### src/hw/rvIsaPkg.sv
`default_nettype none

package rvIsaPkg;

  typedef logic [31:0] word_t;
  typedef logic [4:0] regIdx_t;
  typedef logic [6:0] opcode_t;
  typedef logic [2:0] funct3_t;
  typedef logic [6:0] funct7_t;

  // Major opcodes of the supported subset
  localparam opcode_t OpReg = 7'b0110011;
  localparam opcode_t OpImm = 7'b0010011;
  localparam opcode_t OpLoad = 7'b0000011;
  localparam opcode_t OpStore = 7'b0100011;
  localparam opcode_t OpBranch = 7'b1100011;

  localparam funct3_t F3AddSub = 3'b000;
  localparam funct3_t F3Slt = 3'b010;
  localparam funct3_t F3Xor = 3'b100;
  localparam funct3_t F3Or = 3'b110;
  localparam funct3_t F3And = 3'b111;
  localparam funct3_t F3Word = 3'b010;
  localparam funct3_t F3Beq = 3'b000;
  localparam funct3_t F3Bne = 3'b001;

  // Bit of funct7 that turns ADD into SUB
  localparam int F7SubBit = 5;

  // AluAdd is zero so an empty bundle adds
  typedef enum logic [2:0] {
    AluAdd = 3'd0,
    AluSub = 3'd1,
    AluAnd = 3'd2,
    AluOr = 3'd3,
    AluXor = 3'd4,
    AluSlt = 3'd5
  } aluOp_t;

endpackage

`default_nettype wire

### src/hw/ProgramMemory.sv
`default_nettype none

module ProgramMemory #(
  parameter int programWords = 64
) (
  input  var logic clk,
  input  var logic progWrite,
  input  var rvIsaPkg::word_t progAddr,
  input  var rvIsaPkg::word_t progData,
  input  var rvIsaPkg::word_t fetchAddr,
  output rvIsaPkg::word_t instruction
);

  import rvIsaPkg::*;

  localparam int addrBits = $clog2(programWords);

  word_t mem [programWords];

  // Loaded from outside while the core is held in reset
  always_ff @(posedge clk) begin
    if (progWrite) begin
      mem[progAddr[addrBits+1:2]] <= progData;
    end
  end

  assign instruction = mem[fetchAddr[addrBits+1:2]];

endmodule

`default_nettype wire

### config.mk
export PLATFORM = sky130hd
export DESIGN_NAME = ProgramMemory
export DESIGN_NICKNAME = d
export VERILOG_FILES = /design/src/hw/rvIsaPkg.sv /design/src/hw/ProgramMemory.sv
export SDC_FILE = /design/constraint.sdc
export NUM_CORES = 2
export LEC_CHECK = 0
export BUFFER_PORTS_ARGS = -buffer_cell sky130_fd_sc_hd__buf_2
export CELL_PAD_IN_SITES_DETAIL_PLACEMENT = 1
export CELL_PAD_IN_SITES_GLOBAL_PLACEMENT = 2
export CORE_UTILIZATION = 25
export DETAILED_ROUTE_END_ITERATION = 8
export GPL_ROUTABILITY_DRIVEN = 0
export HOLD_SLACK_MARGIN = 0.06
export PLACE_DENSITY = 0.51
export SYNTH_ARGS = -nofsm -noshare
export SYNTH_HDL_FRONTEND = slang
export SYNTH_SLANG_ARGS = --single-unit
### constraint.sdc
create_clock -name clk -period 4.3 [get_ports clk]
set_clock_uncertainty 0.15 [all_clocks]
set_input_delay 0.215 -clock clk [delete_from_list [all_inputs] [get_ports clk]]
set_output_delay 0.215 -clock clk [all_outputs]
set_load 0.05 [all_outputs]
==> flow_summary_export.csv <==
group,metric,value,unit
status,status,"finished clean",
timing,final_hold_viol_count,0,
logic_synthesis,synth-seq-area-share,78.97,%
routing,wl_per_cell,28.54,µm
worst_setup_path,endpoint,"instruction[27]",
die,start_util,25.17,%
pwr,p_leak,28.18,nW
finish,finalNetCount,3745,
worst_setup_path,required,3930,ps
finish,final_common_cell,"edfxtp_1",
logic_synthesis,yosysWarningCount,0,
logic_synthesis,ys_ff_latch,2048,
clock_tree,tritoncts,"built",
routing,vias_per_cell,4.595,
pwr,seqPwrFrac,51.6,%
timing,setup_viol,0,
worst_setup_path,end_kind,"output port",
die,ios,130,
worst_setup_path,cp-start-kind,"register",
worst_setup_path,slowest_delay,560,ps
routing,wl,227300,µm
place,io_buffers,77,
finish,nFillCells,30840,
worst_setup_path,crit_chain,"mux4_2 -> mux2i_1 -> a21oi_1 -> a21oi_1 -> nor2_1 -> buf_2",
worst_setup_path,crit_top_cell,"a21oi_1",
timing,timing.setup.tns,0,ps
logic_synthesis,synth_edf_count,2048,
pwr,power.density,463.9,nW/µm²
routing,vias,36590,
die,die_height,560.1,µm
clock_tree,cts_sinks,2048,
routing,drtIter0Drc,2920,
die,design.core.area,309400,µm²
timing,hold_ws,214.3,ps
die,dieArea,313700,µm²
logic_synthesis,syn_inst,3292,
routing,route.detailed.drc,0,
timing,tightest_slew,1280,ps
logic_synthesis,async_flop_share,0,%
pwr,p_sw,9.492,mW
timing,fmax,270.1,MHz
worst_setup_path,slowest_stage,"a21oi_1",
clock_tree,htree_levels,4,
logic_synthesis,ys_types,33,
routing,antenna_left,0,
finish,largest_reg_flops,2048,
logic_synthesis,synth_xor_xnor_area_share,0,%
worst_setup_path,critPathLaunch,"mem[45][27]$_DFFE_PP_",
logic_synthesis,synth.cell_area,77870,µm²
clock_tree,cts-root-buf,"clkbuf_16",
finish,final_cell_mix,"edfxtp_1, mux4_2, clkbuf_16",
die,dieWidth,560.1,µm
worst_setup_path,critPathMaxFanout,1,
logic_synthesis,syn_nets,3390,
routing,firstDrtPassIters,5,
clock_tree,cts.clk_slew.worst_paths,60,ps
die,rows,204,
finish,drive_above_1_share,30.96,%
grt,grt_max_degree,77,
worst_setup_path,arrival,3340,ps
finish,syn2layout_area_growth,18.77,%
logic_synthesis,ys.flop_type,"edfxtp_1",
grt,track_usage,14.35,%
grt,grt-ovfl-total,0,
pwr,pwr-share-clk,42.7,%
hold_path,worstHoldPathType,"in -> reg",
clock_tree,cts_inserted_buffers,220,
timing,rsz0062_at_grt,"false",
grt,grt_pass1_wl,316300,µm
worst_setup_path,worst-setup-path-type,"reg -> out",
timing,slew_headroom,14.70,%
pwr,peakVddDrop,0.0003843,V
logic_synthesis,synth_fa_ha_area_share,0,%
grt,grt_pass1_vias,39300,
pwr,switching_share,22.12,%
grt,antenna_found_initial,17,
logic_synthesis,synth_area_per_cell,23.66,µm²
timing,finalMaxSlewViolations,0,
pwr,comb_power_share,5.7,%
place,post-dp-hpwl,129400,µm
run,maxCapViolations,0,
clock_tree,clk_path_buf_depth,3,
logic_synthesis,synth_top_family_by_area,"multiplexers",
timing,post-route-min-period,3702,ps
clock_tree,cts_resized,0,
timing,fin_crit_sh,86.10,%
logic_synthesis,synth_compound_area_share,1.687,%
logic_synthesis,synthSimpleGateAreaFrac,1.276,%
pwr,p_int,33.42,mW
logic_synthesis,synthMuxAreaShare,16.93,%
## cells by family (layout without fill, tap and decap cells)
| group | Yosys count | after routing |
|---|---|---|
| AOI/OAI and AO/OA | 202 | 202 |
| other | 0 | 3 |
| DFF | 2048 | 2048 |
| and+or+nand+nor | 223 | 223 |
| buffers and inverters | 182 | 730 |
| muxes | 637 | 637 |
## metrics by stage
step	setup slack, ps	area (µm²)	power, mW	utilization [%]	cells
2_1_floorplan	775.2	77870	23.81	-	3292
3_3_place_gp	555.2	85180	25.01	27.53	7506
3_5_place_dp	545.8	85180	25.05	27.53	7506
4_1_cts	285.1	92480	43.48	29.90	7960
5_1_grt	477.5	92490	44.20	29.90	7961
6_report	597.8	92490	42.91	29.90	7963
## power groups by stage
stage	registers [mW]	clock network (mW)	logic [mW]
floorplan	22.6	0	1.26
global placement	22.6	0	2.46
detailed placement	22.6	0	2.49
CTS	22.1	18.8	2.52
global route	22.1	19.5	2.59
finish	22.1	18.3	2.43
## synth_stat cells, types with 7 or more instances
cell / n / share of area, %
a311oi_1: 8 / 0.090
nor3_1: 7 / 0.045
buf_4: 25 / 0.24
clkbuf_1: 74 / 0.36
buf_1: 21 / 0.10
buf_2: 57 / 0.37
edfxtp_1: 2048 / 79
o221ai_1: 27 / 0.30
a22oi_1: 12 / 0.12
nor2b_1: 15 / 0.12
a21oi_1: 62 / 0.40
nand2_1: 26 / 0.13
o22ai_1: 84 / 0.67
nor2_1: 137 / 0.66
mux2i_1: 93 / 1.2
mux4_2: 544 / 16
nand2b_1: 8 / 0.064
## worst min path at each step
stage | depth (start not counted) | slack, ps | end | start
after CTS | 3 | 130 | mem[50][22]$_DFFE_PP_ | progAddr[6]
after detailed placement | 1 | 270 | mem[46][14]$_DFFE_PP_ | progData[14]
final | 3 | 210 | mem[50][13]$_DFFE_PP_ | progAddr[6]
after floorplan | 0 | 160 | mem[0][0]$_DFFE_PP_ | progData[0]
after global routing | 3 | 190 | mem[50][22]$_DFFE_PP_ | progAddr[6]
after global placement | 1 | 270 | mem[46][14]$_DFFE_PP_ | progData[14]
## metal layers
layer,track usage [%],routed length [µm]
met1,20.10,105100
met2,23.61,109900
met3,2.066,8458
met4,3.073,3728
met5,0,98
## critical path, delay by kind of cell, from the launching register on
kind	cells	cell delay, ps
buffers and inverters	1	260
flip-flops	1	360
AO/OA/AOI/OAI	2	830
multiplexers	2	850
AND/OR/NAND/NOR	1	170
## final cells by class
class	count	area, µm²	area share [%]
flip-flops and latches	2048	61500	66.49
multi-input cells	1062	15970	17.27
clock buffers	278	5766	6.234
well taps	4120	5155	5.573
repair buffers	315	2944	3.183
clock inverters	137	1150	1.243
diodes	3	7.507	0.008117
## repair_timing
item / in CTS / in global routing
setup buffers: 0 / 0
hold endpoints to repair: 1935 / 0
hold buffers: 39 / 0
No activity file was read; power rests on OpenSTA's default activity.
