File: config.mk
export PLATFORM = sky130hd
export DESIGN_NAME = RegisterFile
export DESIGN_NICKNAME = d
export VERILOG_FILES = /design/src/hw/rvIsaPkg.sv /design/src/hw/RegisterFile.sv
export SDC_FILE = /design/constraint.sdc
export NUM_CORES = 2
export LEC_CHECK = 0
export BUFFER_PORTS_ARGS = -buffer_cell sky130_fd_sc_hd__buf_2
export CAP_MARGIN = 0
export CORE_MARGIN = 2
export CORE_UTILIZATION = 35
export DETAILED_ROUTE_END_ITERATION = 7
export PLACE_DENSITY = 0.54
export SYNTH_ARGS = -nofsm -noshare
export SYNTH_HDL_FRONTEND = slang
export SYNTH_SLANG_ARGS = --single-unit
File: constraint.sdc
create_clock -name clk -period 3.3 [get_ports clk]
set_input_delay 0.66 -clock clk [delete_from_list [all_inputs] [get_ports clk]]
set_output_delay 0.66 -clock clk [all_outputs]
set_load 0.05 [all_outputs]
File: src/hw/rvIsaPkg.sv
`default_nettype none

package rvIsaPkg;

  typedef logic [31:0] word_t;
  typedef logic [4:0] regIdx_t;
  typedef logic [6:0] opcode_t;
  typedef logic [2:0] funct3_t;
  typedef logic [6:0] funct7_t;

  // Major opcodes of the supported subset
  localparam opcode_t OpReg = 7'b0110011;
  localparam opcode_t OpImm = 7'b0010011;
  localparam opcode_t OpLoad = 7'b0000011;
  localparam opcode_t OpStore = 7'b0100011;
  localparam opcode_t OpBranch = 7'b1100011;

  localparam funct3_t F3AddSub = 3'b000;
  localparam funct3_t F3Slt = 3'b010;
  localparam funct3_t F3Xor = 3'b100;
  localparam funct3_t F3Or = 3'b110;
  localparam funct3_t F3And = 3'b111;
  localparam funct3_t F3Word = 3'b010;
  localparam funct3_t F3Beq = 3'b000;
  localparam funct3_t F3Bne = 3'b001;

  // Bit of funct7 that turns ADD into SUB
  localparam int F7SubBit = 5;

  // AluAdd is zero so an empty bundle adds
  typedef enum logic [2:0] {
    AluAdd = 3'd0,
    AluSub = 3'd1,
    AluAnd = 3'd2,
    AluOr = 3'd3,
    AluXor = 3'd4,
    AluSlt = 3'd5
  } aluOp_t;

endpackage

`default_nettype wire

File: src/hw/RegisterFile.sv
`default_nettype none

module RegisterFile (
  input  var logic clk,
  input  var logic rstN,
  input  var rvIsaPkg::regIdx_t rs1,
  input  var rvIsaPkg::regIdx_t rs2,
  input  var rvIsaPkg::regIdx_t writeIdx,
  input  var rvIsaPkg::word_t writeData,
  input  var logic writeEnable,
  output rvIsaPkg::word_t rs1Data,
  output rvIsaPkg::word_t rs2Data
);

  import rvIsaPkg::*;

  word_t regs [32];
  logic writeLive;

  assign writeLive = writeEnable && (writeIdx != '0);

  always_ff @(posedge clk or negedge rstN) begin
    if (!rstN) begin
      regs <= '{default: '0};
    end else if (writeLive) begin
      regs[writeIdx] <= writeData;
    end
  end

  // Write-before-read covers writeback feeding decode
  assign rs1Data = (writeLive && writeIdx == rs1) ? writeData : regs[rs1];
  assign rs2Data = (writeLive && writeIdx == rs2) ? writeData : regs[rs2];

endmodule

`default_nettype wire

==> flow_metrics.env <==
export IMPL_status="complete, but fails checks"
export IMPL_violations="setup timing"
export IMPL_period_needed_ns=3.37
export IMPL_area_growth_pct=21.3
export IMPL_dpl_instance_area_mm2=0.0601
export IMPL_cp_arrival_ns=2.71
export IMPL_core_area_mm2=0.152
export IMPL_slowest_delay_ns=0.48
export IMPL_hold_start="regs[1006]$_DFFE_PN0P_"
export IMPL_cts_made_buffers=114
export IMPL_final_cell_mix="dfrtp_1 (1024), mux2_2 (629), mux4_2 (511), mux2_1 (363), o22ai_1 (245)"
export IMPL_required_ns=2.64
export IMPL_relSlewSlack_pct=32.3
export IMPL_cts_tree="yes"
export IMPL_cts_path_max_buffers=3
export IMPL_hold_viol=0
export IMPL_cp_common_cell="mux4_2"
export IMPL_setup_slack_ns=-0.0671
export IMPL_vias_per_cell=5.90
export IMPL_antenna_found_initial=9
export IMPL_initial_utilization_pct=35.2
export IMPL_gp_congestion=0.830
export IMPL_avgSynthCellArea_um2=15.3
export IMPL_path_buf_inv=1
export IMPL_yosysUniqueCellTypes=41
export IMPL_largest_reg_flops=1024
export IMPL_synthAdderAreaFrac_pct=0
export IMPL_clock_latency_ns=0.74
export IMPL_drc=0
export IMPL_seq_area_frac_synth_pct=47.9
export IMPL_synth_async_reset_ratio_pct=100
export IMPL_ys_flop_type="dfrtp_1"
export IMPL_end_kind="output port"
export IMPL_grt_pass1_wl_um=259000
export IMPL_cp_slowest_cell="mux4_2"
export IMPL_synth_seq_cells=1024
export IMPL_vias=34300
export IMPL_yosysTopAreaCellShare_pct=47.9
export IMPL_slew_viol_final=0
export IMPL_largest_registers="regs x1024"
export IMPL_final_common_cell="dfrtp_1"
export IMPL_rrSetupSlack_ns=2.47
export IMPL_cts_root_buf="clkbuf_16"
export IMPL_grt_overflow_total=0
export IMPL_hold_path_class="reg -> reg"
export IMPL_path_class="reg -> out"
export IMPL_clk_pin_slew_ns=0.06
export IMPL_rsz0062_at_grt="true"
export IMPL_final_area_mm2=0.0648
export IMPL_cp_max_fo=3
export IMPL_critical_path_top_delay_family="multiplexers"
export IMPL_yosys_mux_area_fraction_pct=42.6
export IMPL_hold_slack_ns=0.392
export IMPL_worst_pin_slew_ns=1.01
export IMPL_synth_top_family_by_area="multiplexers"
export IMPL_grtUsageTotal_pct=22.9
export IMPL_netlist_instances=3483
export IMPL_grt_pass1_vias=35200
export IMPL_powerDensity_mw_per_mm2=582
export IMPL_first_iter_violations=3157
export IMPL_die_area_mm2=0.156
export IMPL_finalPower_mw=37.7
export IMPL_synth_xor_area_share_pct=0.164
export IMPL_ant_nets=0
export IMPL_cp_cell_sequence="mux4_2 -> mux4_2 -> nand2_2 -> nand3_2 -> mux2_4 -> buf_8"
export IMPL_syn_nets=3533
export IMPL_cts_sinks=1024
export IMPL_yosys_area_top_type="dfrtp_1"
export IMPL_synth_simple_area_share_pct=2.07
export IMPL_wirelength_um=179000
export IMPL_worstSetupStartpoint="regs[990]$_DFFE_PN0P_"
export IMPL_tns_ns=-0.0671
export IMPL_netlist_top_cells_area="dfrtp_1 (48%), mux4_2 (22%), mux2_2 (13%), mux2_1 (7.6%), o22ai_1 (2.9%)"
export IMPL_io_buffers=113
export IMPL_ys_warn_count=0
export IMPL_dpl_hpwl_um=113000
export IMPL_die_width_um=395
export IMPL_nets=3737
export IMPL_htree_levels=3
export IMPL_synth_compound_area_share_pct=3.64
export IMPL_wl_per_cell_um=30.8
export IMPL_dr_pass1_iters=5
export IMPL_p_leak_nw=28.0
export IMPL_syn_area_mm2=0.0534
export IMPL_fin_skew_ns=0
export IMPL_maxCapViolCount=0
export IMPL_ios=114
export IMPL_synth_edf_count=0
export IMPL_die_h_um=395
export IMPL_grt_max_degree=103
export IMPL_ir_worst_vdd_mv=0.460
export IMPL_reg2reg_from="regs[740]$_DFFE_PN0P_"
export IMPL_max_freq_mhz=297
export IMPL_drive_gt1_share_pct=52.2
export IMPL_num_rows=143
export IMPL_start_kind="flip-flop"
export IMPL_post_route_period_util_pct=102
export IMPL_final_util_pct=42.7
export IMPL_largest_register="regs"
export IMPL_finalSetupViolations=1
==> cells by family (layout without fill, tap and decap cells) <==
family / count (synthesis) / in the layout
DFF: 1024 / 1024
other: 0 / 3
buffers and inverters: 415 / 706
muxes: 1510 / 1510
AOI/OAI and AO/OA: 320 / 320
xor gates and xnor gates: 10 / 10
and+or+nand+nor: 204 / 204
==> through the flow <==
stage / std cells / setup slack, ns
2_1_floorplan: 3483 / -0.0677
3_3_place_gp: 5576 / -0.182
3_5_place_dp: 5576 / -0.199
4_1_cts: 5790 / -0.128
5_1_grt: 5806 / -0.141
6_report: 5807 / -0.0671
==> final timing paths <==
check,endpoint,cells past startpoint
setup reg to reg,regs[740]$_DFFE_PN0P_,1
hold reg to reg,regs[1006]$_DFFE_PN0P_,0
setup / recovery,rs1Data[30],6
hold / removal,regs[1006]$_DFFE_PN0P_,0
max in group asynchronous,regs[248]$_DFFE_PN0P_,4
min in group asynchronous,regs[178]$_DFFE_PN0P_,2
==> layer usage <==
| metal | track usage, % | wire [um] |
|---|---|---|
| met5 | 0 | 57 |
| met4 | 7.58 | 5270 |
| met3 | 4.94 | 12000 |
| met2 | 35.5 | 83200 |
| met1 | 32.1 | 78300 |
==> power by group <==
group	switching, mW	internal (mW)
logic	3.30	4.80
registers	1.66	14.9
clock network	5.40	7.59
==> synth_stat cells (7+ instances only) <==
| master | number |
|---|---|
| mux2_2 | 630 |
| or4_1 | 62 |
| buf_6 | 17 |
| nand2_1 | 83 |
| o22ai_1 | 248 |
| dfrtp_1 | 1024 |
| nand3_1 | 10 |
| nand3b_1 | 7 |
| mux2_1 | 363 |
| buf_1 | 51 |
| nor2_1 | 22 |
| buf_4 | 36 |
| o21ai_1 | 62 |
| clkbuf_1 | 220 |
| mux4_2 | 511 |
| buf_2 | 87 |
==> cell type report <==
type,count,area [um2]
Fill cell,13700,86900
Multi-Input combinational cell,2044,26700
Sequential cell,1024,25600
Timing Repair Buffer,500,6150
Clock buffer,158,3240
Tap cell,2030,2540
Clock inverter,45,523
Inverter,3,11.3
Antenna cell,3,7.51
==> timing repair <==
item                                    CTS  global route
cloned                                    3             4
hold buffers                              1             0
pin swaps                                 5             6
hold endpoints to repair                 30             0
resized for setup                        87            69
endpoints found under the setup margin   59            45
buffers inserted                          7            12
Power figures use the tool's default switching activity.
