[src/hw/rvIsaPkg.sv]
`default_nettype none

package rvIsaPkg;

  typedef logic [31:0] word_t;
  typedef logic [4:0] regIdx_t;
  typedef logic [6:0] opcode_t;
  typedef logic [2:0] funct3_t;
  typedef logic [6:0] funct7_t;

  // Major opcodes of the supported subset
  localparam opcode_t OpReg = 7'b0110011;
  localparam opcode_t OpImm = 7'b0010011;
  localparam opcode_t OpLoad = 7'b0000011;
  localparam opcode_t OpStore = 7'b0100011;
  localparam opcode_t OpBranch = 7'b1100011;

  localparam funct3_t F3AddSub = 3'b000;
  localparam funct3_t F3Slt = 3'b010;
  localparam funct3_t F3Xor = 3'b100;
  localparam funct3_t F3Or = 3'b110;
  localparam funct3_t F3And = 3'b111;
  localparam funct3_t F3Word = 3'b010;
  localparam funct3_t F3Beq = 3'b000;
  localparam funct3_t F3Bne = 3'b001;

  // Bit of funct7 that turns ADD into SUB
  localparam int F7SubBit = 5;

  // AluAdd is zero so an empty bundle adds
  typedef enum logic [2:0] {
    AluAdd = 3'd0,
    AluSub = 3'd1,
    AluAnd = 3'd2,
    AluOr = 3'd3,
    AluXor = 3'd4,
    AluSlt = 3'd5
  } aluOp_t;

endpackage

`default_nettype wire

[src/hw/pipePkg.sv]
`default_nettype none

package pipePkg;

  import rvIsaPkg::*;

  typedef struct packed {
    aluOp_t aluOp;
    logic aluSrc;
    logic memRead;
    logic memWrite;
    logic memToReg;
    logic regWrite;
    logic branch;
    logic branchNe;
  } ctrl_t;

  typedef struct packed {
    word_t pc;
    word_t instruction;
  } ifId_t;

  typedef struct packed {
    word_t pc;
    word_t rs1Data;
    word_t rs2Data;
    regIdx_t rs1;
    regIdx_t rs2;
    regIdx_t rd;
    word_t immediate;
    ctrl_t ctrl;
  } idEx_t;

  typedef struct packed {
    word_t aluResult;
    word_t storeData;
    regIdx_t rd;
    logic memRead;
    logic memWrite;
    logic memToReg;
    logic regWrite;
  } exMem_t;

  // Last stage before the register file
  typedef struct packed {
    word_t memData;
    word_t aluResult;
    regIdx_t rd;
    logic memToReg;
    logic regWrite;
  } memWb_t;

endpackage

`default_nettype wire

[src/hw/ExecuteUnit.sv]
`default_nettype none

module ExecuteUnit (
  input  var pipePkg::idEx_t stage,
  input  var rvIsaPkg::word_t memResult,
  input  var rvIsaPkg::regIdx_t memDest,
  input  var logic memRegWrite,
  input  var rvIsaPkg::word_t wbResult,
  input  var rvIsaPkg::regIdx_t wbDest,
  input  var logic wbRegWrite,
  output rvIsaPkg::word_t aluResult,
  output rvIsaPkg::word_t storeData,
  output logic takeBranch,
  output rvIsaPkg::word_t branchTarget
);

  import rvIsaPkg::*;
  import pipePkg::*;

  word_t operandA;
  word_t operandB;
  word_t aluB;
  logic operandsEqual;

  // Memory stage wins over writeback, x0 is never forwarded
  function automatic word_t forward(regIdx_t idx, word_t regValue);
    if (memRegWrite && memDest != '0 && memDest == idx) begin
      return memResult;
    end
    if (wbRegWrite && wbDest != '0 && wbDest == idx) begin
      return wbResult;
    end
    return regValue;
  endfunction

  always_comb begin
    operandA = forward(stage.rs1, stage.rs1Data);
    operandB = forward(stage.rs2, stage.rs2Data);
  end

  assign aluB = stage.ctrl.aluSrc ? stage.immediate : operandB;
  assign storeData = operandB;

  always_comb begin
    case (stage.ctrl.aluOp)
      AluAdd: aluResult = operandA + aluB;
      AluSub: aluResult = operandA - aluB;
      AluAnd: aluResult = operandA & aluB;
      AluOr: aluResult = operandA | aluB;
      AluXor: aluResult = operandA ^ aluB;
      AluSlt: aluResult = {31'b0, $signed(operandA) < $signed(aluB)};
      default: aluResult = '0;
    endcase
  end

  // Branches compare the forwarded registers, not the ALU result
  assign operandsEqual = (operandA == operandB);
  assign takeBranch = stage.ctrl.branch && (operandsEqual ^ stage.ctrl.branchNe);
  assign branchTarget = stage.pc + stage.immediate;

endmodule

`default_nettype wire

[config.mk]
export PLATFORM = sky130hd
export DESIGN_NAME = ExecuteUnit
export DESIGN_NICKNAME = d
export VERILOG_FILES = /design/src/hw/rvIsaPkg.sv /design/src/hw/pipePkg.sv /design/src/hw/ExecuteUnit.sv
export SDC_FILE = /design/constraint.sdc
export NUM_CORES = 1
export LEC_CHECK = 0
export BUFFER_PORTS_ARGS = -buffer_cell sky130_fd_sc_hd__buf_2
export CAP_MARGIN = 5
export CORE_UTILIZATION = 53
export DETAILED_ROUTE_END_ITERATION = 8
export GPL_TIMING_DRIVEN = 1
export PLACE_DENSITY_LB_ADDON = 0.15
export SLEW_MARGIN = 25
export SYNTH_ARGS = -nofsm -noshare
export SYNTH_HDL_FRONTEND = slang
export SYNTH_SLANG_ARGS = --single-unit
[constraint.sdc]
create_clock -name vclk -period 7.1
set_input_delay 0.71 -clock vclk [all_inputs]
set_output_delay 0.71 -clock vclk [all_outputs]
set_load 0.05 [all_outputs]
==> results.txt <==
- Status: finished, final reports clean
- In the routed design, unresolved DRC markers number 0.
* Layout cells sized above 1: 25.8%
- CTS Hold Buffers Added: 0
* Count of synthesis-stage warnings from yosys: 0
- In this run the vertical extent of the chip is 131 µm.
* Cell area power density: 132 nW/µm²
- Post-Synthesis Net Count: 1,768
- Summing the sequential cell areas from Yosys gives 0% of the chip area.
* Routability congestion estimate from global placement: 1.04
- Final-report hold violation count: 0
* CP Max Fanout: 64
- Layout clock buffers: 0
- The floorplan has 46 rows.
- Upper clock frequency limit: 147 MHz
- By area the synthesized netlist is led by ha_1 (19%), xnor2_1 (9.2%), nand2_1 (8.6%).
- The initial utilization of the core area, before any placement, comes to 54.9%.
- Summed over all layers, the routed wires come to 40,100 µm.
- The initial antenna violation count was 15.
- Along the worst hold path, the cell count comes to 4.
* Worst EP required: 6.39 ns
* Number of iterations in the first detailed-routing pass: 5
- Clock period minus final worst setup slack: 6.82 ns
- Final antenna-violating net count: 0
* RSZ-0062 raised after global routing: false
* Avg Inst Size Synth: 6.32 µm²
- Number of cells upsized or downsized after cts: 0
* Remaining max-slew budget at the tightest pin: 48.2%
- In the final routed layout, each cell accounts on average for 20.8 µm.
- After the last flow step, the layout net total stands at 2,063.
- Max Slew Vio Count: 0
- Number of violations of the max-capacitance limit: 0
- Post-route core utilization: 67.7%
* Worst Setup Start Kind: primary input
- Number of DRC violations after detailed-routing iteration 0: 1,136
- The detailed router placed 12.0k vias in this run.
- Summed over all layers, the global routing overflow is 0.
- Synthesis produced 1,401 cells.
* Via count of the first global-routing pass: 10.9k
- From synthesis to final layout, the design area changed by 23.1%.
- Post-CTS timing repair inserted 0 buffers for setup.
* Final period utilization: 96.1%
- For this run, the total global-route usage over all layers was measured as 43.8%.
- Area enclosed by the die boundary: 17,200 µm²
* Number of sequential storage elements: 0
- Global-route wire length before repair: 59,700 µm
- IR analysis of the VDD net gives a maximum drop of 0.105 mV.
- DIE WIDTH: 131 µm
* Sort of element at the end of the critical path: primary output
- Hold/Removal Path Class: primary input to primary output
- After floorplanning, the core was sized to cover 16,100 µm².
- The worst setup path is of the primary input to primary output kind.
- Filler Cell Count: 1,566
- The share of synthesized area in the top cell type comes to 19.1%.
* Ports placed on the boundary: 326
* Hold wc startpoint: stage[0]
- Largest net degree at the start of global routing: 65
* Largest area contributor in the synthesized netlist: ha_1
- Library cells used by synthesis: 68
* Final TNS setup: 0 ns
- Dpl hpwl: 33,600 µm
- For hold timing, the worst endpoint is takeBranch.
* Leak Pwr: 0.00536 µW
- Slew at the pin with the worst max-slew slack: 0.773 ns
- At the worst endpoint, the arrival time is 6.11 ns.
- Dividing the detail-routed via count by the number of cells gives 6.24.
- Setup violations remaining at the end of the flow were counted as 0.
* Count of input and output buffers: 317
- The synthesized netlist occupies a cell area of 8850 µm².
* Area used by sequential logic in the layout: 0 µm²
Yosys cell counts (7+ instances only):
library cell    n
xnor2_1        93
nand3_1        23
or2_2          12
nor4_1          8
o21a_1         18
nand2_1       203
nor2_1        154
clkbuf_1       53
o221ai_1        8
o211ai_1       27
o22ai_1        14
ha_1          135
inv_1         103
a211oi_1       13
mux2_2         34
o21ai_0        70
buf_2          21
a21oi_1       119
o21bai_1       18
nand4_1        17
nor2b_1        10
xor2_1          7
nor3_1         29
nand2b_1       13
a31oi_1        65
a21o_1         21
o31ai_1         7
power breakdown:
group / internal, µW / switching [µW] / leakage, µW / total [µW]
clock network: 0.000359 / 0 / 0.000000120 / 0.000359
logic: 479 / 964 / 0.00536 / 1440
registers: 0 / 0 / 0 / 0
total: 479 / 964 / 0.00536 / 1440
metal layers:
| layer | vias to the layer above | GRT usage (%) | part of all wire (%) |
|---|---|---|---|
| li1 | 5583 | - | - |
| met1 | 5605 | 51.7 | 38 |
| met2 | 702 | 74.1 | 46 |
| met3 | 144 | 5.36 | 8.7 |
| met4 | 0 | 29.2 | 6.9 |
| met5 | - | 0 | 0 |
kinds of logic (layout without fill, tap and decap cells):
| kind of cell | Yosys count | after routing | share of synthesized area (%) |
|---|---|---|---|
| muxes | 39 | 39 | 4.89 |
| and+or+nand+nor | 491 | 491 | 24.1 |
| AOI/OAI and AO/OA | 447 | 447 | 33.1 |
| buffers and inverters | 186 | 479 | 8.27 |
| other | 0 | 19 | 0 |
| adders and majority gates | 138 | 138 | 19.8 |
| xor gates and xnor gates | 100 | 100 | 9.89 |
worst max-delay path, stage by stage:
cell and delay (ns):
buf_2 0.13, or4_1 0.55, o21ai_0 0.15, or4_2 0.16
buf_12 0.27, nor2_1 0.07, a31oi_1 0.56, mux2_2 0.35
ha_1 0.25, buf_4 0.17, inv_1 0.11, a21oi_1 0.10
o21ba_2 0.23, o21ba_2 0.21, o221ai_1 0.26, o211ai_1 0.15
a211oi_1 0.59, o21a_1 0.21, a221oi_1 0.09, o22ai_1 0.41
buf_2 0.35
layout by cell type, fill, tap and decap left out, types with 14 or more instances in the layout:
cell      instances
inv_1           103
buf_4            54
nand4_1          17
nand2_1         203
nor3_1           29
o211ai_1         27
o21bai_1         18
ha_1            135
a21o_1           21
o21ai_0          67
mux2_2           34
o22ai_1          14
xnor2_1          93
nand3_1          23
a31oi_1          61
diode_2          19
buf_2           317
a21oi_1         119
o21a_1           18
nor2_1          151
layout make-up:
cell class / instances / area, µm² / share of cell area, %
well taps: 216 / 270 / 2.48
repair buffers: 373 / 2030 / 18.6
inverters: 106 / 398 / 3.65
diodes: 19 / 47.5 / 0.436
multi-input cells: 1215 / 8160 / 74.8
worst max-delay path by stage:
stage	startpoint	to	slack, ns	depth (start not counted)
6_report	memDest[1]	aluResult[28]	0.28	21
3_3_place_gp	wbDest[1]	aluResult[31]	0.45	20
2_1_floorplan	wbDest[1]	aluResult[14]	-0.04	20
4_1_cts	wbDest[1]	aluResult[31]	0.44	20
3_5_place_dp	wbDest[1]	aluResult[31]	0.47	20
5_1_grt	wbDest[1]	aluResult[28]	0.03	20
per-stage QoR:
stage,instance area [µm²],worst slack [ns],cells,power (µW),hold WS [ns]
after global placement,10900,0.454,1910,1390,1.82
after CTS,10900,0.439,1910,1410,1.83
after detailed placement,10900,0.471,1910,1400,1.83
after global routing,10900,0.0289,1926,1530,1.86
final,10900,0.277,1929,1440,1.83
after floorplan,8880,-0.0446,1401,1010,1.67
Power figures use the tool's default switching activity.
