===== src/hw/rvIsaPkg.sv =====
`default_nettype none

package rvIsaPkg;

  typedef logic [31:0] word_t;
  typedef logic [4:0] regIdx_t;
  typedef logic [6:0] opcode_t;
  typedef logic [2:0] funct3_t;
  typedef logic [6:0] funct7_t;

  // Major opcodes of the supported subset
  localparam opcode_t OpReg = 7'b0110011;
  localparam opcode_t OpImm = 7'b0010011;
  localparam opcode_t OpLoad = 7'b0000011;
  localparam opcode_t OpStore = 7'b0100011;
  localparam opcode_t OpBranch = 7'b1100011;

  localparam funct3_t F3AddSub = 3'b000;
  localparam funct3_t F3Slt = 3'b010;
  localparam funct3_t F3Xor = 3'b100;
  localparam funct3_t F3Or = 3'b110;
  localparam funct3_t F3And = 3'b111;
  localparam funct3_t F3Word = 3'b010;
  localparam funct3_t F3Beq = 3'b000;
  localparam funct3_t F3Bne = 3'b001;

  // Bit of funct7 that turns ADD into SUB
  localparam int F7SubBit = 5;

  // AluAdd is zero so an empty bundle adds
  typedef enum logic [2:0] {
    AluAdd = 3'd0,
    AluSub = 3'd1,
    AluAnd = 3'd2,
    AluOr = 3'd3,
    AluXor = 3'd4,
    AluSlt = 3'd5
  } aluOp_t;

endpackage

`default_nettype wire


===== src/hw/pipePkg.sv =====
`default_nettype none

package pipePkg;

  import rvIsaPkg::*;

  typedef struct packed {
    aluOp_t aluOp;
    logic aluSrc;
    logic memRead;
    logic memWrite;
    logic memToReg;
    logic regWrite;
    logic branch;
    logic branchNe;
  } ctrl_t;

  typedef struct packed {
    word_t pc;
    word_t instruction;
  } ifId_t;

  typedef struct packed {
    word_t pc;
    word_t rs1Data;
    word_t rs2Data;
    regIdx_t rs1;
    regIdx_t rs2;
    regIdx_t rd;
    word_t immediate;
    ctrl_t ctrl;
  } idEx_t;

  typedef struct packed {
    word_t aluResult;
    word_t storeData;
    regIdx_t rd;
    logic memRead;
    logic memWrite;
    logic memToReg;
    logic regWrite;
  } exMem_t;

  // Last stage before the register file
  typedef struct packed {
    word_t memData;
    word_t aluResult;
    regIdx_t rd;
    logic memToReg;
    logic regWrite;
  } memWb_t;

endpackage

`default_nettype wire


===== src/hw/DecodeUnit.sv =====
`default_nettype none

module DecodeUnit (
  input  var rvIsaPkg::word_t instruction,
  output pipePkg::ctrl_t ctrl,
  output rvIsaPkg::word_t immediate
);

  import rvIsaPkg::*;
  import pipePkg::*;

  opcode_t opcode;
  funct3_t funct3;
  funct7_t funct7;
  aluOp_t f3Op;
  logic f3Known;

  assign opcode = instruction[6:0];
  assign funct3 = instruction[14:12];
  assign funct7 = instruction[31:25];

  // ALU operation shared by register and immediate forms
  always_comb begin
    f3Known = 1'b1;
    case (funct3)
      F3AddSub: f3Op = AluAdd;
      F3Slt: f3Op = AluSlt;
      F3Xor: f3Op = AluXor;
      F3Or: f3Op = AluOr;
      F3And: f3Op = AluAnd;
      default: begin
        f3Op = AluAdd;
        f3Known = 1'b0;
      end
    endcase
  end

  always_comb begin
    ctrl = '0;
    case (opcode)
      OpReg: begin
        ctrl.regWrite = f3Known;
        ctrl.aluOp = (funct3 == F3AddSub && funct7[F7SubBit]) ? AluSub : f3Op;
      end
      OpImm: begin
        ctrl.regWrite = f3Known;
        ctrl.aluSrc = f3Known;
        ctrl.aluOp = f3Op;
      end
      OpLoad: begin
        if (funct3 == F3Word) begin
          ctrl.aluSrc = 1'b1;
          ctrl.memRead = 1'b1;
          ctrl.memToReg = 1'b1;
          ctrl.regWrite = 1'b1;
        end
      end
      OpStore: begin
        if (funct3 == F3Word) begin
          ctrl.aluSrc = 1'b1;
          ctrl.memWrite = 1'b1;
        end
      end
      OpBranch: begin
        ctrl.branch = (funct3 == F3Beq) || (funct3 == F3Bne);
        ctrl.branchNe = (funct3 == F3Bne);
      end
      default: ctrl = '0;
    endcase
  end

  always_comb begin
    case (opcode)
      OpImm, OpLoad: immediate = {{20{instruction[31]}}, instruction[31:20]};
      OpStore: immediate = {{20{instruction[31]}}, instruction[31:25], instruction[11:7]};
      OpBranch: immediate = {{19{instruction[31]}}, instruction[31], instruction[7],
                             instruction[30:25], instruction[11:8], 1'b0};
      default: immediate = '0;
    endcase
  end

endmodule

`default_nettype wire


===== config.mk =====
export PLATFORM = sky130hd
export DESIGN_NAME = DecodeUnit
export DESIGN_NICKNAME = d
export VERILOG_FILES = /design/src/hw/rvIsaPkg.sv /design/src/hw/pipePkg.sv /design/src/hw/DecodeUnit.sv
export SDC_FILE = /design/constraint.sdc
export NUM_CORES = 1
export LEC_CHECK = 0
export ABC_CLOCK_PERIOD_IN_PS = 2350
export BUFFER_PORTS_ARGS = -buffer_cell sky130_fd_sc_hd__buf_2
export CAP_MARGIN = 5
export CORE_ASPECT_RATIO = 1.1
export CORE_MARGIN = 5
export CORE_UTILIZATION = 28
export DETAILED_ROUTE_END_ITERATION = 8
export PLACE_DENSITY_LB_ADDON = 0.25
export SLEW_MARGIN = 20
export SYNTH_ARGS = -nofsm -noshare
export SYNTH_HDL_FRONTEND = slang
export SYNTH_SLANG_ARGS = --single-unit

===== constraint.sdc =====
create_clock -name vclk -period 2.35
set_clock_uncertainty 0.15 [all_clocks]
set_input_delay 0.47 -clock vclk [all_inputs]
set_output_delay 0.47 -clock vclk [all_outputs]
set_load 0.01 [all_outputs]

==> summary.md, run 1 <==
| Metric | Value |
|---|---|
| FMAX | `between 400 and 500 MHz` |
| Crit path DAT | `1.50 ns` |
| Register area | `0 um2` |
| Postcts setup bufs | `0` |
| Final Max Slew Viols | `0` |
| Die X | `49.4 um` |
| P_leak | `0.451 nW` |
| Nets | `149` |
| RSZ-0062 raised after global routing | `no` |
| GPL Wtd Cong | `0.742` |
| Comb power frac | `100.0%` |
| DR vias/cell | `4.67` |
| Starting density of the core | `roughly 30%` |
| Sw power | `0.0315 mW` |
| Initial antenna violation count | `0` |
| # rows | `15` |
| Worst Path Max Fanout | `20` |
| Post-synth top cells | `20 x buf_4, 7 x nor2b_1, 6 x nor2_1` |
| Relative slew slack | `~79%` |
| Syn_nets | `97` |
| Required time of the critical path | `1.73 ns` |
| CTS resizes | `0` |
| Final wirelength | `1560 um` |
| Routed vias | `between 600 and 700` |
| CTS Hold Bufs | `0` |
| PortBufs | `just under 70` |
| Worst Setup End Kind | `output pin` |
| Layout cell share with drive strength beyond 1 | `73.0%` |
| Final min period | `2.12 ns` |
| Post-Syn Instances | `65` |
| Final ANT Viol Nets | `0` |
| Post-synthesis sequential area ratio | `0%` |
| Crit start category | `input pin` |
| HP Class | `input pin to output pin` |
| Drt initial violations | `9` |
| Synth top area cells | `buf_4 31%, nor2b_1 9.2%, a22o_2 8.4%` |
| Clkbuf count | `0` |
| Die Y | `53.3 um` |
| Setup violators final | `0` |
| Most frequent cell after synthesis | `buf_4` |
| Maximum vdd drop | `~0.034 mV` |
| Pre-CTS setup slack | `0.206 ns` |
| DIE AREA | `2630 um2` |
| Power density over the cells | `90.5 nW/um2` |
| Sw Ratio | `48.5%` |
| Pint | `0.0334 mW` |
| Cell taking the most area after synthesis | `buf_4` |
| Core area | `1600 um2` |
| Max cap viols | `0` |
| Grt ovf | `0` |
| TritonRoute pass-1 iters | `4` |
| Vias in the first global route | `roughly 560` |
| Mean Syn Cell Area | `between 7 and 8 um2` |
| Final WS setup | `0.227 ns` |
| Clk pwr share | `0%` |
| Area share of the largest cell type after synthesis | `between 30% and 40%` |
| Largest net degree at the start of global routing | `21` |
| Netlist Area Pre-Place | `478 um2` |
| Fillers | `162` |
| Global-route wire length before repair | `2310 um` |
| Crit Path Class | `input pin to output pin` |
| # DRC | `0` |
| Setup TNS | `0 ns` |
| Result of the run | `finished, final reports clean` |
| All-Layer GR Usage | `10.3%` |
| Synth cell types | `27` |
| Worst Max-Slew Pin Slew | `0.313 ns` |
| FFs & Latches | `0` |
| Detail Placement HPWL | `1410 um` |
| Area delta synth->final | `50.0%` |
| Sequential power share | `0%` |
| Inserted Diodes | `0` |
| Yosys warning total | `0` |
| Final Cycle Share | `90.3%` |
| Fin. Hold Viols | `0` |
| Num ports | `74` |
| Fin Hold WS | `1.08 ns` |
| Detailed-route wire length per cell | `11.8 um` |
## worst paths after layout
| check | startpoint | endpoint | slack [ns] | cells past startpoint |
|---|---|---|---|---|
| min | instruction[12] | ctrl[9] | 1.08 | 3 |
| max | instruction[2] | immediate[30] | 0.23 | 6 |
## kinds of logic (layout without fill, tap and decap cells)
group | Yosys count | after routing | synth area share [%]
buffers and inverters | 22 | 72 | 33.0
xor gates and xnor gates | 1 | 1 | 1.83
and+or+nand+nor | 31 | 31 | 46.3
AOI/OAI and AO/OA | 11 | 11 | 18.9
## power groups by stage
stage               Combinational [mW]  Clock [mW]  Sequential (mW)
global placement                0.0642           0                0
detailed placement              0.0654           0                0
floorplan                       0.0298           0                0
CTS                             0.0655           0                0
global route                    0.0721           0                0
finish                          0.0649           0                0
## worst max-delay path: stages
cell and delay, ns:
buf_2 0.10, and4bb_2 0.35, o21ai_2 0.13, nor2b_2 0.17
buf_12 0.14, buf_2 0.13
## per-layer routing
metal	global-route usage (%)	wire length [um]
met3	2.82	231
met5	0	0
met1	12.4	567
met2	18.9	760
met4	0.437	0
## per-stage QoR
stage / cells / instance area, um2 / power, mW / utilization, %
finish: 132 / 717 / 0.0649 / 44.9
global route: 132 / 717 / 0.0721 / 44.9
CTS: 132 / 717 / 0.0655 / 44.9
detailed placement: 132 / 717 / 0.0654 / 44.9
global placement: 132 / 717 / 0.0642 / 44.9
floorplan: 65 / 480 / 0.0298 / -
## placed cells by master (no fill, tap or decap), drive strengths merged
cell / count
buf: 70
nor2b: 8
nor2: 6
nor3: 5
a22o: 4
nand2b: 2
nand2: 2
nand3: 2
inv: 2
nand3b: 2
and4bb: 1
o21ai: 1
nand4bb: 1
a22oi: 1
and4: 1
a31oi: 1
a21boi: 1
a21oi: 1
o22ai: 1
xnor2: 1
a221oi: 1
and3: 1
## cell type report
class	count	area [um2]	area share, %
repair buffers	70	365	51.0
multi-input cells	43	323	45.0
well taps	17	21.3	2.97
inverters	2	7.51	1.05
Power figures use the tool's default switching activity.
==> run 2: changes to the inputs <==
--- a/config.mk
+++ b/config.mk
@@ -5,12 +5,13 @@
 export SDC_FILE = /design/constraint.sdc
 export NUM_CORES = 1
 export LEC_CHECK = 0
+export ABC_AREA = 1
 export ABC_CLOCK_PERIOD_IN_PS = 2350
 export BUFFER_PORTS_ARGS = -buffer_cell sky130_fd_sc_hd__buf_2
 export CAP_MARGIN = 5
 export CORE_ASPECT_RATIO = 1.1
 export CORE_MARGIN = 5
-export CORE_UTILIZATION = 28
+export CORE_UTILIZATION = 30
 export DETAILED_ROUTE_END_ITERATION = 8
 export PLACE_DENSITY_LB_ADDON = 0.25
 export SLEW_MARGIN = 20
==> run 2 against run 1 <==
Via count grew 18%. Critical path depth up 1. Total power is 3.6% higher. First-iteration DRC count shrank 67%. Non-clock buffer count unchanged. Count of clock-buffer cells in the layout unchanged. Worst setup slack lost 0.050 ns. Area after synthesis is 14% higher. Largest cell class unchanged.
==> summary.md, run 2 <==
| Metric | Value |
|---|---|
| Mux share of post-synthesis cell area | `0%` |
| Postcts setup bufs | `0` |
| Worst Max-Slew Pin Slew | `approximately 0.48 ns` |
| Crit path max-delay family | `buffers and inverters` |
| Fin. Hold Viols | `0` |
| Crit path cell chain | `buf_2 -> inv_1 -> nand2_2 -> inv_2 -> o21ai_4 -> nor2_2 -> buf_2` |
| Buf/Inv on CP | `4` |
| Syn_nets | `135` |
| Routed vias | `730` |
| Nets | `186` |
| Commonest non-fill, non-tap cell in the layout | `buf_2` |
| Setup TNS | `0 ns` |
| PortBufs | `69` |
| Highest-delay cell along the critical path | `nor2_2` |
| DIE AREA | `2760 um2` |
| Fin Hold WS | `~1.1 ns` |
| Hold_sp | `instruction[24]` |
| Area delta synth->final | `39.9%` |
| All-Layer GR Usage | `10.9%` |
| Synth Area in Compound Gates | `3.92%` |
| # DRC | `0` |
| Netlist Area Pre-Place | `around 540 um2` |
| Core area | `1760 um2` |
| Area share of the largest cell type after synthesis | `between 20% and 30%` |
| Worst Path Max Fanout | `20` |
| Synth top area cells | `buf_4 28%, nand2_1 14%, nand3_1 14%` |
| Power density over the cells | `88.5 nW/um2` |
| Crit path from | `instruction[4]` |
| Largest family of logic cells by synthesized area | `simple AND/OR/NAND/NOR gates` |
| Worst Setup End Kind | `output pin` |
| Relative slew slack | `between 60% and 70%` |
| Die X | `about 51 um` |
| GPL Wtd Cong | `0.730` |
| Final min period | `2.17 ns` |
| Most frequent cells in the layout | `69 x buf_2, 20 x nand2_1, 18 x inv_1` |
| CTS Hold Bufs | `0` |
| Global-route wire length before repair | `2500 um` |
| Die Y | `roughly 55 um` |
| Result of the run | `finished, final reports clean` |
| Adder-cell share of the synthesized area | `0%` |
| FFs & Latches | `0` |
| # rows | `16` |
| Required time of the critical path | `1.73 ns` |
| Post-synthesis sequential area ratio | `0%` |
| CP dominant cell by count | `buf_2` |
| Largest net degree at the start of global routing | `21` |
| Drt initial violations | `3` |
| Cell taking the most area after synthesis | `buf_4` |
| Initial antenna violation count | `0` |
| Crit start category | `input pin` |
| Yosys warning total | `0` |
| CTS resizes | `0` |
| FMAX | `460 MHz` |
| Register area | `0 um2` |
| Post-Syn Instances | `103` |
| TritonRoute pass-1 iters | `4` |
| HP Class | `input pin to output pin` |
| Final Cycle Share | `92.5%` |
| RSZ-0062 raised after global routing | `no` |
| Mean Syn Cell Area | `~5.3 um2` |
| Final wirelength | `about 1600 um` |
| Final ANT Viol Nets | `0` |
| Setup violators final | `0` |
| Post-Synth Simple-Gate Area | `52.5%` |
| Grt ovf | `0` |
| Xor-xnor portion of the synthesized cell area | `0%` |
| Post-synth top cells | `20 x buf_4, 20 x nand2_1, 18 x inv_1` |
| Final Max Slew Viols | `0` |
| DR vias/cell | `between 4 and 5` |
| Starting density of the core | `30.8%` |
| Inserted Diodes | `0` |
| Max stage delay on crit path | `between 0.3 and 0.4 ns` |
| Crit path DAT | `1.55 ns` |
| Clkbuf count | `0` |
| Synth cell types | `14` |
| Layout cell share with drive strength beyond 1 | `between 50% and 60%` |
| Maximum vdd drop | `0.0648 mV` |
| Vias in the first global route | `about 630` |
| P_leak | `0.593 nW` |
| Detail Placement HPWL | `1480 um` |
| Detailed-route wire length per cell | `9.67 um` |
| Crit Path Class | `input pin to output pin` |
| Num ports | `74` |
| Max cap viols | `0` |
## run 2: through the flow
step | std cells | utilization (%) | power [mW] | setup slack (ns) | cell area (um2)
floorplan | 103 | - | 0.0355 | 0.186 | 546
global placement | 170 | 43.1 | 0.0663 | 0.191 | 759
detailed placement | 170 | 43.1 | 0.0680 | 0.134 | 759
CTS | 170 | 43.1 | 0.0683 | 0.132 | 759
global route | 170 | 43.1 | 0.0768 | 0.0114 | 759
finish | 170 | 43.1 | 0.0672 | 0.177 | 759
## run 2: worst min-delay path, cell delays in order
cell and delay [ns]:
buf_2 0.07, nand2_1 0.04, nand2_1 0.04, buf_2 0.12
## run 2: power by group
group	switching [mW]	internal (mW)	leakage (nW)
Sequential	0	0	0
Clock	0	0	0
Combinational	0.0384	0.0288	0.593
Total	0.0384	0.0288	0.593
## run 2: final cells by class
cell class / instances / area (um2)
multi-input cells: 62 / 309
inverters: 20 / 75.1
well taps: 18 / 22.5
repair buffers: 70 / 353
fillers: 214 / 1000
## run 2: cell families (layout without fill, tap and decap cells)
group                  Yosys count  in the layout
AND/OR/NAND/NOR                 60             60
buffers and inverters           41             90
AO/OA/AOI/OAI                    2              2
## run 2: path summary, 6_finish.rpt
kind	end	slack, ns	cells after the start
hold / removal	immediate[4]	1.07	4
setup / recovery	immediate[22]	0.18	7
## run 2: per-layer routing
metal	global-route usage, %	routed length [um]	up-vias
li1	-	-	393
met1	13.6	612	298
met2	20.2	801	39
met3	2.18	230	0
met4	0	0	0
met5	0	0	-
==> run 3: changes to the inputs <==
--- a/config.mk
+++ b/config.mk
@@ -14,6 +14,7 @@
 export CORE_UTILIZATION = 30
 export DETAILED_ROUTE_END_ITERATION = 8
 export PLACE_DENSITY_LB_ADDON = 0.25
+export RECOVER_POWER = 100
 export SLEW_MARGIN = 20
 export SYNTH_ARGS = -nofsm -noshare
 export SYNTH_HDL_FRONTEND = slang
==> run 3 against run 2 <==
Global-route usage is the same. Worst setup slack lost 0.0029 ns. Sequential share of layout area is the same. Die area is the same. Cell area shrank 3.3%. Flip-flop and latch count is the same. Utilization shrank 1.4 points. Largest cell class unchanged.
==> summary.md, run 3 (same netlist as run 2, synthesis figures left out) <==
| Metric | Value |
|---|---|
| Required time of the critical path | `1.73 ns` |
| FFs & Latches | `0` |
| Drt initial violations | `2` |
| Maximum vdd drop | `0.0639 mV` |
| Inserted Diodes | `0` |
| Detailed-route wire length per cell | `just under 10 um` |
| Power density over the cells | `89.9 nW/um2` |
| FMAX | `460 MHz` |
| Worst Path Max Fanout | `20` |
| Final Util | `41.7%` |
| Initial antenna violation count | `0` |
| Crit start category | `input pin` |
| CP dominant cell by count | `buf_2` |
| # DRC | `0` |
| Crit path cell chain | `buf_2 -> inv_1 -> nand2_2 -> inv_2 -> o21ai_4 -> nor2_2 -> buf_2` |
| # rows | `16` |
| Register area | `0 um2` |
| Fin. Hold Viols | `0` |
| Postcts setup bufs | `0` |
| Core area | `1760 um2` |
| Die Y | `54.6 um` |
| CTS resizes | `0` |
| HP Class | `input pin to output pin` |
| Crit path DAT | `1.56 ns` |
| Crit Path Class | `input pin to output pin` |
| Die X | `50.6 um` |
| Max stage delay on crit path | `0.39 ns` |
| Clkbuf count | `0` |
| Crit path from | `instruction[4]` |
| Final wirelength | `1640 um` |
| Final min period | `2.18 ns` |
| Final ANT Viol Nets | `0` |
| Num ports | `74` |
| Final WS setup | `0.174 ns` |
| PortBufs | `69` |
| Fillers | `215` |
| Largest net degree at the start of global routing | `21` |
| Commonest non-fill, non-tap cell in the layout | `buf_2` |
| Worst Setup End Kind | `output pin` |
| All-Layer GR Usage | `10.9%` |
| Vias in the first global route | `around 630` |
| Starting density of the core | `just over 30%` |
| Grt ovf | `0` |
| Highest-delay cell along the critical path | `nor2_2` |
| Detail Placement HPWL | `approximately 1500 um` |
| Nets | `186` |
| TritonRoute pass-1 iters | `3` |
| Max cap viols | `0` |
| Setup violators final | `0` |
| Final Max Slew Viols | `0` |
| Setup TNS | `0 ns` |
| Routed vias | `729` |
| GPL Wtd Cong | `0.730` |
| Worst Max-Slew Pin Slew | `a little under 0.5 ns` |
| DIE AREA | `around 2800 um2` |
| Most frequent cells in the layout | `54 x buf_2, 20 x nand2_1, 18 x inv_1` |
| P_leak | `~0.53 nW` |
| Layout cell share with drive strength beyond 1 | `a little over two fifths` |
| CTS Hold Bufs | `0` |
| Crit path to | `immediate[22]` |
| Result of the run | `finished, final reports clean` |
| Global-route wire length before repair | `2500 um` |
| Area delta synth->final | `35.3%` |
| Pre-CTS setup slack | `approximately 0.13 ns` |
| Fin Hold WS | `1.07 ns` |
| DR vias/cell | `~4.3` |
| Relative slew slack | `between 60 and 70%` |
| RSZ-0062 raised after global routing | `no` |
| Final Cycle Share | `92.6%` |
## run 3: worst min path at each step
stage                          startpoint            end  slack, ns  depth (start not counted)
after global placement    instruction[22]   immediate[2]       1.06                          4
after global routing      instruction[20]   immediate[0]       1.09                          4
after floorplan           instruction[30]  immediate[10]       0.88                          2
after CTS                 instruction[24]   immediate[4]       1.07                          4
after detailed placement  instruction[24]   immediate[4]       1.07                          4
final                     instruction[20]   immediate[0]       1.07                          4
## run 3: area by class of cell
cell class	count	area, um2	area share, %
inverter	20	75.1	10.2
multi-input combinational	62	302	41.1
timing repair buffer	70	335	45.7
tap	18	22.5	3.07
## run 3: worst max-delay path: cells and delay by family
| kind | cells | cell delay (ns) |
|---|---|---|
| AO/OA/AOI/OAI | 1 | 0.09 |
| AND/OR/NAND/NOR | 2 | 0.46 |
| buffers and inverters | 4 | 0.53 |
## run 3: through the flow
| step | cell area [um2] | std cells | power (mW) |
|---|---|---|---|
| 2_1_floorplan | 546 | 103 | 0.0355 |
| 3_3_place_gp | 759 | 170 | 0.0663 |
| 3_5_place_dp | 759 | 170 | 0.0680 |
| 4_1_cts | 759 | 170 | 0.0683 |
| 5_1_grt | 734 | 170 | 0.0758 |
| 6_report | 734 | 170 | 0.0660 |
## run 3: power by group
part           internal, mW  switching (mW)  leakage (nW)  total [mW]
Sequential                0               0             0           0
Combinational        0.0282          0.0378         0.531      0.0660
Clock                     0               0             0           0
Total                0.0282          0.0378         0.531      0.0660
## run 3: layer usage
layer / wire length [um] / track usage (%) / share of wire, % / vias to the layer above
li1: - / - / - / 392
met1: 606 / 13.6 / 37 / 298
met2: 810 / 20.2 / 49 / 39
met3: 223 / 2.18 / 14 / 0
met4: 0 / 0 / 0 / 0
met5: 0 / 0 / 0 / -
